--- config.mk ---
export PLATFORM = sky130hd
export DESIGN_NAME = rob_alloc_flat
export DESIGN_NICKNAME = d
export VERILOG_FILES = /design/src/rob_pkg.sv /design/src/rob_if.sv /design/src/rob_alloc.sv /design/src/flat_wrapper.sv
export SDC_FILE = /design/constraint.sdc
export NUM_CORES = 1
export LEC_CHECK = 0
export BUFFER_PORTS_ARGS = -buffer_cell sky130_fd_sc_hd__buf_2
export CORE_AREA = 2 2 55 57
export DETAILED_ROUTE_END_ITERATION = 8
export DIE_AREA = 0 0 57 59
export SLEW_MARGIN = 20
export SYNTH_ARGS = -nofsm -noshare
export SYNTH_HDL_FRONTEND = slang
export SYNTH_SLANG_ARGS = --single-unit
--- constraint.sdc ---
create_clock -name clk -period 4.1 [get_ports clk]
set_input_delay 0.205 -clock clk [delete_from_list [all_inputs] [get_ports clk]]
set_output_delay 0.205 -clock clk [all_outputs]
set_load 0.005 [all_outputs]
--- src/rob_pkg.sv ---
package rob_pkg;

    ////////////////////////////////////////////////////////////
    // buffer geometry
    ////////////////////////////////////////////////////////////

    // 64 entries, 6 bit id
    localparam int ROB_DEPTH = 64;
    localparam int ROB_IDX_W = 6;
    // dispatch, writeback and commit all two wide
    localparam int DISP_W    = 2;
    // two source operands per dispatch slot
    localparam int SRC_N     = 2 * DISP_W;
    // flip tables: sources, tails, own write ids
    localparam int FLIP_RD_N = SRC_N + 2 * DISP_W;
    // data table: sources plus the two tails
    localparam int DATA_RD_N = SRC_N + DISP_W;

    // field widths
    localparam int AREG_W = 5;
    localparam int WORD_W = 32;
    localparam int OCC_W  = ROB_IDX_W + 1;

    typedef logic [ROB_IDX_W-1:0] rob_id_t;
    typedef logic [AREG_W-1:0]    areg_t;
    typedef logic [WORD_W-1:0]    word_t;
    typedef logic [OCC_W-1:0]     occ_t;

    ////////////////////////////////////////////////////////////
    // entry layouts
    ////////////////////////////////////////////////////////////

    // info entry | areg | pc | w_reg |
    localparam int INFO_W        = AREG_W + WORD_W + 1;
    localparam int INFO_AREG_LSB = WORD_W + 1;
    localparam int INFO_PC_LSB   = 1;
    localparam int INFO_WREG_BIT = 0;
    // data entry | data | exc |
    localparam int DATA_W        = WORD_W + 1;
    localparam int DATA_WORD_LSB = 1;
    localparam int DATA_EXC_BIT  = 0;

endpackage

--- src/rob_if.sv ---
////////////////////////////////////////////////////////////
// allocation and retirement bookkeeping
////////////////////////////////////////////////////////////

interface rob_alloc_if
    import rob_pkg::*;
();

    // from the allocator
    logic    [DISP_W-1:0] alloc_we;
    rob_id_t [DISP_W-1:0] alloc_id;
    occ_t                 occupancy;
    // from the commit side
    logic    [DISP_W-1:0] retire;
    // oldest and second oldest
    rob_id_t [DISP_W-1:0] tail_id;

    modport alloc (
        output alloc_we, alloc_id, occupancy,
        input  retire
    );

    modport tracker (
        input alloc_we, alloc_id, tail_id
    );

    modport commit (
        input  occupancy,
        output retire, tail_id
    );

endinterface


--- src/rob_alloc.sv ---
module rob_alloc
    import rob_pkg::*;
(
    input  logic              clk,
    input  logic              arst_n_i,
    input  logic              flush_i,
    input  logic [DISP_W-1:0] disp_valid_i,
    output logic              full_o,
    rob_alloc_if.alloc        alloc_o
);

    // newest free slot and entries in flight
    rob_id_t head_q;
    occ_t    occ_q;

    logic [DISP_W-1:0] alloc_we;
    logic              disp_ok;
    occ_t              disp_cnt;
    occ_t              ret_cnt;

    ////////////////////////////////////////////////////////////
    // slot assignment
    ////////////////////////////////////////////////////////////

    // full once fewer than two entries are free
    assign full_o  = occ_q > occ_t'(ROB_DEPTH - 2);
    assign disp_ok = !flush_i && !full_o;

    // slot 1 only rides behind slot 0
    assign alloc_we[0] = disp_valid_i[0] && disp_ok;
    assign alloc_we[1] = disp_valid_i[1] && disp_valid_i[0] && disp_ok;

    // ids go out from the current head, wrap is free at 6 bits
    for (genvar d = 0; d < DISP_W; d++) begin : g_id
        assign alloc_o.alloc_id[d] = head_q + rob_id_t'(d);
    end

    assign alloc_o.alloc_we  = alloc_we;
    assign alloc_o.occupancy = occ_q;

    // dispatched and retired counts this cycle
    always_comb begin
        disp_cnt = '0;
        ret_cnt  = '0;
        for (int d = 0; d < DISP_W; d++) begin
            disp_cnt = disp_cnt + occ_t'(alloc_we[d]);
            ret_cnt  = ret_cnt + occ_t'(alloc_o.retire[d]);
        end
    end

    ////////////////////////////////////////////////////////////
    // head and occupancy
    ////////////////////////////////////////////////////////////

    always_ff @(posedge clk or negedge arst_n_i) begin
        if (!arst_n_i) begin
            head_q <= '0;
            occ_q  <= '0;
        end else if (flush_i) begin
            head_q <= '0;
            occ_q  <= '0;
        end else begin
            head_q <= head_q + rob_id_t'(disp_cnt);
            occ_q  <= occ_q + disp_cnt - ret_cnt;
        end
    end

endmodule

--- src/flat_wrapper.sv ---
// flat-port wrapper written by rule: the top's interface ports become plain ports
module rob_alloc_flat import rob_pkg::*;
  (clk, arst_n_i, flush_i, disp_valid_i, full_o, alloc_o_alloc_we, alloc_o_alloc_id, alloc_o_occupancy, alloc_o_retire);
  rob_alloc_if alloc_o_i ();
  input  logic clk;
  input  logic arst_n_i;
  input  logic flush_i;
  input  logic [DISP_W-1:0] disp_valid_i;
  output logic full_o;
  output wire logic [$bits(alloc_o_i.alloc_we)-1:0] alloc_o_alloc_we;
  output wire logic [$bits(alloc_o_i.alloc_id)-1:0] alloc_o_alloc_id;
  output wire logic [$bits(alloc_o_i.occupancy)-1:0] alloc_o_occupancy;
  input wire logic [$bits(alloc_o_i.retire)-1:0] alloc_o_retire;
  assign alloc_o_alloc_we = alloc_o_i.alloc_we;
  assign alloc_o_alloc_id = alloc_o_i.alloc_id;
  assign alloc_o_occupancy = alloc_o_i.occupancy;
  assign alloc_o_i.retire = alloc_o_retire;
  rob_alloc u_core (.clk(clk), .arst_n_i(arst_n_i), .flush_i(flush_i), .disp_valid_i(disp_valid_i), .full_o(full_o), .alloc_o(alloc_o_i));
endmodule
==> metrics.csv, run 1 <==
stage,metric,value,unit
hold_path,hp-class,in2reg,
global_route,grt_pass1_vias,861,
yosys,yosysSeqAreaShare,30.7,%
timing,setup_viol,0,
clock_network,cts_tree,yes,
timing,worst_pin_slew,0.387,ns
yosys,ys.flop_type,dfrtp_1,
clock_network,htreeDepth,1,
timing,fin_skew,0.00387,ns
layout,drive_gt1_share,23.6,%
floorplan,start_util,39.2,%
routing,drtPass1Iterations,3,
timing,slew_viol_final,0,
global_route,grt_pass1_wl,3840,um
routing,drtAntennaViolNets,0,
yosys,synth_edf_count,0,
global_route,antenna_found_initial,0,
outcome,status,"finished, final reports clean",
layout,synthToLayoutAreaGrowth,18.4,%
yosys,syn-num-nets,136,
yosys,synth_warnings,0,
timing,rsz0062_at_grt,no,
yosys,synth_commonest_cells,"ha_1, inv_1, dfrtp_1, nor2_1, nor3_1",
timing,hold_viol,0,
pwr,internal_power,0.000393,W
clock_network,postCtsSetupRepairBufs,0,
clock_network,clockBufferDepth,2,
floorplan,io_pins,29,
pwr,p_leak,0.667,nW
timing,max_freq,311,MHz
yosys,ys_seq_elements,13,
routing,vias,858,
yosys,yosysMostFrequentCell,ha_1,
floorplan,die_area,3360,um^2
layout,nFillCells,263,
worst_setup_path,cp_max_fo,5,
pwr,p_sw_share,42.4,%
place,gp_congestion,0.816,
timing,post-route-min-period,3.22,ns
timing,fin_crit_sh,78.6,%
pwr,power_frac_comb,58.9,%
global_route,track_usage,14.5,%
clock_network,numCtsBuffers,3,
layout,insertedDiodeCount,0,
pwr,p_per_area,544,nW/um^2
global_route,grt_start_max_net_pins,24,
timing,hold_ws,0.334,ns
layout,layout.nets,167,
layout,stdcell_area,1260,um^2
flow_run,cap_violations,0,
pwr,ir_drop,291,uV
floorplan,fp.dieW,57,um
clock_network,clock_latency,0.28,ns
timing,worst_slack,0.879,ns
worst_setup_path,start_kind,register,
pwr,power_frac_clock,11.8,%
worst_setup_path,critPathKind,reg2reg,
worst_setup_path,worstSetupEndpointType,register,
timing,max-slew-margin-rel,74.2,%
place,portBuffers,28,
place,dp_hpwl,1760,um
routing,routed_wirelength,2170,um
yosys,yosysTopAreaCellShare,30.7,%
yosys,synth_area,1060,um^2
global_route,gr-total-overflow,0,
timing,setup_tns,0,ns
layout,seqCellArea,325,um^2
routing,route.detailed.drc,0,
floorplan,fp-row-count,19,
routing,drt_iter0_drc,23,
clock_network,clk_pin_slew,0.08,ns
pwr,p_switching,0.000289,W
routing,viasPerCell,5.02,
layout,multi_input_area,653,um^2
yosys,synth_cells,110,
pwr,p_seq_share,29.3,%
place,placed_cells,166,
floorplan,fp.coreArea,2710,um^2
layout,finalNonFillerCells,171,
yosys,synth.avg_cell_area,9.65,um^2
routing,post_drt_wl_per_cell,12.7,um
yosys,ys_types,31,
yosys,synth_top_cell_by_area,dfrtp_1,
place,preCtsSetupSlack,0.843,ns
yosys,yosys-top-cells-area,"dfrtp_1, ha_1, fa_1, inv_1, xnor2_1",
place,dpl_cell_area,1220,um^2
clock_network,cts_sinks,13,
floorplan,die_y,59,um
worst_setup_path,cp_data_arrival_time,3.37,ns
worst_setup_path,crit_required,4.25,ns
yosys,synthArstFlopShare,100,%
clock_network,cts_root_buffer,clkbuf_4,
-- power groups by stage --
| stage | Clock [W] | Sequential, W | Combinational [W] |
|---|---|---|---|
| detailed placement | 0 | 0.000204 | 0.000406 |
| CTS | 0.0000845 | 0.000201 | 0.000408 |
| finish | 0.0000805 | 0.000200 | 0.000403 |
| floorplan | 0 | 0.000199 | 0.000289 |
| global route | 0.0000906 | 0.000207 | 0.000464 |
| global placement | 0 | 0.000205 | 0.000402 |
-- per-layer routing --
layer	track usage [%]	part of all wire, %
met5	0	0
met4	5.98	1.6
met3	1.75	3.9
met2	24.6	48
met1	18.9	46
-- registers in the layout, indices dropped and copies added (netlist names) --
register,count
u_core.alloc_o.occupancy,7
u_core.head_q,6
-- worst paths after layout --
path,from,endpoint,slack (ns),depth (start not counted)
max,u_core.alloc_o.occupancy[3],u_core.alloc_o.occupancy[6],0.88,12
min,flush_i,u_core.head_q[2],0.33,2
max reg2reg,u_core.alloc_o.occupancy[3],u_core.alloc_o.occupancy[6],0.88,12
min reg2reg,u_core.head_q[5],u_core.head_q[5],0.58,2
max in group asynchronous,arst_n_i,u_core.head_q[1],3.52,2
min in group asynchronous,arst_n_i,u_core.head_q[2],0.34,2
-- critical path: stages (launching register included) --
cell,delay (ns)
dfrtp_1,0.44
ha_1,0.22
nand4_1,0.07
o21ai_0,0.15
nor4_1,0.30
ha_1,0.29
inv_1,0.07
fa_1,0.47
inv_1,0.06
fa_1,0.48
a211oi_1,0.30
or4_1,0.16
o211ai_1,0.08
-- through the flow --
stage / utilization (%) / total power (W)
final: 46.4 / 0.000683
after global routing: 46.4 / 0.000762
after CTS: 46.4 / 0.000693
after detailed placement: 45.0 / 0.000610
after global placement: 45.0 / 0.000607
after floorplan: - / 0.000488
-- layout by cell type (no fill, tap or decap), drive strengths merged, types with 4 or more instances in the layout --
cell,netlist,routed
buf,3,28
nor3,5,5
nor2,6,6
a211oi,4,4
o21ai,4,4
nor2b,4,4
inv,16,16
ha,16,16
clkbuf,0,4
xnor2,4,4
dfrtp,13,13
-- timing repair --
item                                   in CTS  in global routing
hold buffers                                1                  0
endpoints found under the hold margin      13                  0
gates resized for setup                     0                  0
-- logic make-up after synthesis --
| kind of cell | after synthesis | share of synthesized area [%] |
|---|---|---|
| fa+ha+maj | 19 | 24.5 |
| simple gates | 36 | 21.6 |
| compound gates | 16 | 9.67 |
| flops | 13 | 30.7 |
| buf+inv | 19 | 7.78 |
| xor+xnor | 7 | 5.78 |
-- area by class of cell --
cell class,instances,share of cell area [%]
inverters,16,4.98
repair buffers,29,12.0
flip-flops and latches,13,25.9
clock buffers,4,2.09
well taps,31,3.09
multi-input cells,78,52.0
(Power assumes the default switching activity.)
==> run 2, diff against run 1 <==
==> constraint.sdc (replaced) <==
create_clock -name clk -period 2.9 [get_ports clk]
set_input_delay 0.145 -clock clk [delete_from_list [all_inputs] [get_ports clk]]
set_output_delay 0.145 -clock clk [all_outputs]
set_load 0.005 [all_outputs]
==> run 2 against run 1 <==
Hold slack worse by 0.16 ns; clock power up 40%; routed wire length up 13%; sequential share of layout area down 2.5 points; global-route usage up 1.3 points; flip-flop and latch count unchanged; first-iteration DRC count unchanged; highest routed layer unchanged.
==> metrics.csv, run 2 (same netlist as run 1, synthesis figures left out) <==
stage,metric,value,unit
timing,worst_pin_slew,0.340,ns
place,dp_hpwl,1950,um
timing,hold_ws,0.169,ns
floorplan,die_area,3360,um^2
timing,hold_viol,0,
global_route,gr-total-overflow,0,
routing,viasPerCell,5.18,
clock_network,cts_sinks,13,
routing,drtAntennaViolNets,0,
global_route,grt_pass1_vias,952,
pwr,ir_drop,469,uV
layout,layout.nets,177,
clock_network,clk_pin_slew,0.08,ns
timing,slew_viol_final,0,
worst_setup_path,start_kind,register,
routing,route.detailed.drc,0,
routing,drt_iter0_drc,23,
routing,routed_wirelength,2450,um
global_route,grt_start_max_net_pins,17,
routing,post_drt_wl_per_cell,13.5,um
global_route,track_usage,15.8,%
place,portBuffers,28,
place,gp_congestion,0.788,
flow_run,cap_violations,0,
pwr,p_per_area,782,nW/um^2
layout,final_cell_mix,"buf_2, inv_1, dfrtp_1",
pwr,p_leak,0.719,nW
hold_path,hp-class,in2reg,
floorplan,fp.dieW,57,um
clock_network,cts_tree,yes,
worst_setup_path,crit_required,3.05,ns
timing,fin_skew,0.00319,ns
timing,fin_crit_sh,97.3,%
clock_network,clock_latency,0.27,ns
layout,nFillCells,263,
routing,vias,938,
timing,rsz0062_at_grt,yes,
floorplan,fp.coreArea,2710,um^2
place,preCtsSetupSlack,-0.0628,ns
timing,worst_slack,0.0795,ns
worst_setup_path,cp_max_fo,3,
worst_setup_path,critPathKind,reg2reg,
worst_setup_path,slowest_stage,fa_1,
timing,post-route-min-period,2.82,ns
floorplan,fp-row-count,19,
clock_network,cts_root_buffer,clkbuf_4,
timing,setup_viol,0,
worst_setup_path,cp_cell_sequence,ha_2 > and3b_1 > o21ai_2 > nor4_4 > ha_2 > inv_2 > fa_1 > inv_2 > fa_2 > a211oi_2 > or4_1 > o211ai_1,
clock_network,numCtsBuffers,3,
layout,drive_gt1_share,37.3,%
floorplan,die_y,59,um
routing,drtPass1Iterations,4,
floorplan,start_util,39.2,%
layout,synthToLayoutAreaGrowth,31.3,%
clock_network,htreeDepth,1,
floorplan,io_pins,29,
outcome,status,"finished, final reports clean",
timing,max_freq,355,MHz
layout,final_common_cell,buf_2,
layout,insertedDiodeCount,0,
timing,max-slew-margin-rel,77.4,%
global_route,grt_pass1_wl,4050,um
clock_network,clockBufferDepth,2,
worst_setup_path,cp_data_arrival_time,2.97,ns
worst_setup_path,slowest_delay,0.49,ns
timing,setup_tns,0,ns
global_route,antenna_found_initial,0,
layout,largest_reg_flops,7,
worst_setup_path,worstSetupEndpointType,register,
-- run 2: worst max-delay path: cells and delay by family, from the launching register on --
| family | cells | cell delay [ns] |
|---|---|---|
| adder cells (fa/ha/maj) | 4 | 1.29 |
| flip-flops | 1 | 0.38 |
| buffers and inverters | 2 | 0.10 |
| AO/OA/AOI/OAI | 3 | 0.39 |
| AND/OR/NAND/NOR | 3 | 0.53 |
-- run 2: worst paths after layout --
path | cells past startpoint | slack, ns | to | from
setup / recovery | 12 | 0.08 | u_core.alloc_o.occupancy[6] | u_core.alloc_o.occupancy[4]
hold / removal | 2 | 0.17 | u_core.head_q[3] | flush_i
setup reg to reg | 12 | 0.08 | u_core.alloc_o.occupancy[6] | u_core.alloc_o.occupancy[4]
hold reg to reg | 2 | 0.59 | u_core.head_q[5] | u_core.head_q[5]
max in group asynchronous | 2 | 2.38 | u_core.head_q[3] | arst_n_i
min in group asynchronous | 2 | 0.28 | u_core.head_q[1] | arst_n_i
-- run 2: power breakdown --
part | switching (W) | internal [W]
clock | 0.0000594 | 0.0000533
combinational | 0.000357 | 0.000350
sequential | 0.0000398 | 0.000230
total | 0.000456 | 0.000634
-- run 2: cell type report --
cell class                      instances  area (um^2)  area share (%)
Timing Repair Buffer                   39          225            16.2
Sequential cell                        13          325            23.4
Clock buffer                            4         26.3            1.89
Multi-Input combinational cell         78          714            51.3
Inverter                               16         62.6            4.49
Tap cell                               31         38.8            2.79
-- run 2: timing repair --
item,CTS,global route
buffers inserted,1,2
pin swaps,2,10
endpoints found under the hold margin,13,0
gates resized for setup,0,3
setup endpoints to repair,3,4
hold buffers,1,0
-- run 2: metal layers --
layer / track usage (%) / vias to the layer above / share of wire (%)
met2: 30.4 / 22 / 53
met5: 0 / - / 0
li1: - / 465 / -
met3: 1.53 / 4 / 3.6
met1: 16.8 / 447 / 42
met4: 8.64 / 0 / 1.6
-- run 2: through the flow --
| step | instance area, um^2 | total power, W | cells | utilization, % |
|---|---|---|---|---|
| 4_1_cts | 1360 | 0.00108 | 179 | 50.2 |
| 2_1_floorplan | 1110 | 0.000736 | 110 | - |
| 5_1_grt | 1390 | 0.00120 | 181 | 51.4 |
| 6_report | 1390 | 0.00109 | 181 | 51.4 |
| 3_5_place_dp | 1320 | 0.000963 | 173 | 48.6 |
| 3_3_place_gp | 1320 | 0.000946 | 173 | 48.6 |
==> run 3, diff against run 2 <==
--- a/config.mk
+++ b/config.mk
@@ -9,6 +9,8 @@
 export CORE_AREA = 2 2 55 57
 export DETAILED_ROUTE_END_ITERATION = 8
 export DIE_AREA = 0 0 57 59
+export GPL_ROUTABILITY_DRIVEN = 0
+export SETUP_SLACK_MARGIN = 0.5
 export SLEW_MARGIN = 20
 export SYNTH_ARGS = -nofsm -noshare
 export SYNTH_HDL_FRONTEND = slang
==> constraint.sdc (replaced) <==
create_clock -name clk -period 3.05 [get_ports clk]
set_input_delay 0.1525 -clock clk [delete_from_list [all_inputs] [get_ports clk]]
set_output_delay 0.1525 -clock clk [all_outputs]
set_load 0.005 [all_outputs]
==> run 3 against run 2 <==
Clock skew grew 0.0014 ns; power shrank 1.6%; fmax grew 1.1%; routed wire length grew 1.8%; flip-flop and latch count is the same; sequential power shrank 3%; critical path depth is the same; die area is the same; core utilization grew 0.55 points; critical endpoint is now u_core.alloc_o.occupancy[5]; largest cell class unchanged.
==> metrics.csv, run 3 (same netlist as run 1, synthesis figures left out) <==
stage,metric,value,unit
outcome,status,"finished, final reports clean",
timing,fin_crit_sh,91.5,%
timing,worst_slack,0.260,ns
clock_network,clk_pin_slew,0.08,ns
timing,setup_viol,0,
global_route,grt_start_max_net_pins,22,
place,portBuffers,28,
floorplan,die_area,3360,um^2
global_route,grt_pass1_vias,924,
worst_setup_path,r2r_cells,12,
timing,hold_ws,0.291,ns
floorplan,die_y,59,um
timing,setup_tns,0,ns
routing,post_drt_wl_per_cell,13.8,um
floorplan,fp.dieW,57,um
layout,final_common_cell,buf_2,
routing,viasPerCell,5.15,
worst_setup_path,crit_required,3.23,ns
routing,vias,932,
worst_setup_path,worstSetupEndpointType,register,
flow_run,cap_violations,0,
clock_network,clockBufferDepth,2,
layout,drive_gt1_share,40.7,%
timing,hold_viol,0,
timing,max_freq,358,MHz
layout,layout.nets,177,
worst_setup_path,cp_max_fo,3,
global_route,gr-total-overflow,0,
clock_network,htreeDepth,1,
timing,rsz0062_at_grt,yes,
floorplan,io_pins,29,
floorplan,start_util,39.2,%
routing,drtAntennaViolNets,0,
global_route,antenna_found_initial,0,
worst_setup_path,r2r-end,u_core.alloc_o.occupancy[5],
timing,fin_skew,0.00464,ns
timing,slew_viol_final,0,
layout,synthToLayoutAreaGrowth,32.7,%
place,placed_cells,169,
clock_network,numCtsBuffers,3,
clock_network,cts_tree,yes,
global_route,grt_pass1_wl,4130,um
clock_network,cts_sinks,13,
worst_setup_path,endpoint,u_core.alloc_o.occupancy[5],
layout,finalNonFillerCells,181,
pwr,p_per_area,762,nW/um^2
routing,routed_wirelength,2490,um
worst_setup_path,start_kind,register,
pwr,p_leak,0.716,nW
layout,largest_reg_flops,7,
worst_setup_path,crit_path_start,u_core.alloc_o.occupancy[3],
place,preCtsSetupSlack,0.0860,ns
floorplan,fp.coreArea,2710,um^2
hold_path,hp-class,in2async,
routing,drt_iter0_drc,10,
worst_setup_path,rrSetupSlack,0.26,ns
pwr,ir_drop,537,uV
global_route,track_usage,15.9,%
worst_setup_path,critPathKind,reg2reg,
floorplan,fp-row-count,19,
timing,post-route-min-period,2.79,ns
place,dp_hpwl,1990,um
layout,insertedDiodeCount,0,
timing,worst_pin_slew,0.318,ns
worst_setup_path,cp_data_arrival_time,2.97,ns
routing,route.detailed.drc,0,
clock_network,clock_latency,0.27,ns
layout,final_cell_mix,"buf_2, dfrtp_1, inv_1",
routing,drtPass1Iterations,4,
clock_network,cts_root_buffer,clkbuf_4,
timing,max-slew-margin-rel,78.8,%
worst_setup_path,timing.rr.start,u_core.alloc_o.occupancy[3],
## run 3: area by class of cell
| cell class | count | area, um^2 |
|---|---|---|
| sequential | 13 | 325 |
| multi-input combinational | 78 | 729 |
| timing repair buffer | 39 | 225 |
| tap | 31 | 38.8 |
| clock buffer | 4 | 26.3 |
| fill | 264 | 1300 |
| inverter | 16 | 62.6 |
## run 3: worst min path at each step
stage / end / startpoint / cells past startpoint / slack, ns
3_3_place_gp: u_core.head_q[1] / arst_n_i / 1 / 0.06
5_1_grt: u_core.head_q[0] / arst_n_i / 2 / 0.30
3_5_place_dp: u_core.head_q[0] / arst_n_i / 1 / 0.06
2_1_floorplan: u_core.alloc_o.occupancy[0] / arst_n_i / 0 / -0.14
6_report: u_core.head_q[0] / arst_n_i / 2 / 0.29
4_1_cts: u_core.head_q[0] / arst_n_i / 2 / 0.29
## run 3: metal layers
layer	wire (um)	track usage, %	share of wire (%)
met5	0	0	0
met4	30	5.65	1.2
met3	84	1.53	3.4
met2	1350	29.9	54
met1	1030	18.8	41
## run 3: where the power goes
part / internal, W / leakage (nW) / switching, W
clock: 0.0000507 / 0.0150 / 0.0000567
sequential: 0.000219 / 0.172 / 0.0000434
combinational: 0.000353 / 0.528 / 0.000350
## run 3: critical path: stages, from the launching register on
cell      delay (ns)
dfrtp_1         0.41
ha_1            0.22
nand4_1         0.11
o21ai_2         0.11
nor4_4          0.17
ha_2            0.24
inv_2           0.04
fa_1            0.49
inv_2           0.06
ha_4            0.26
a211oi_2        0.06
or4_1           0.40
o211ai_1        0.13
## run 3: what timing repair did
action | 4_1_cts | 5_1_grt
gates resized for setup | 1 | 5
hold endpoints to repair | 13 | 0
hold buffers | 1 | 0
endpoints found under the setup margin | 7 | 8
pin swaps | 8 | 2
setup buffers | 4 | 3
## run 3: stage by stage
stage               area (um^2)  util, %  power (W)
finish                     1410     51.9    0.00107
global route               1410     51.9    0.00119
CTS                        1370     50.4    0.00105
detailed placement         1300     47.9   0.000914
global placement           1300     47.9   0.000898
floorplan                  1120        -   0.000719
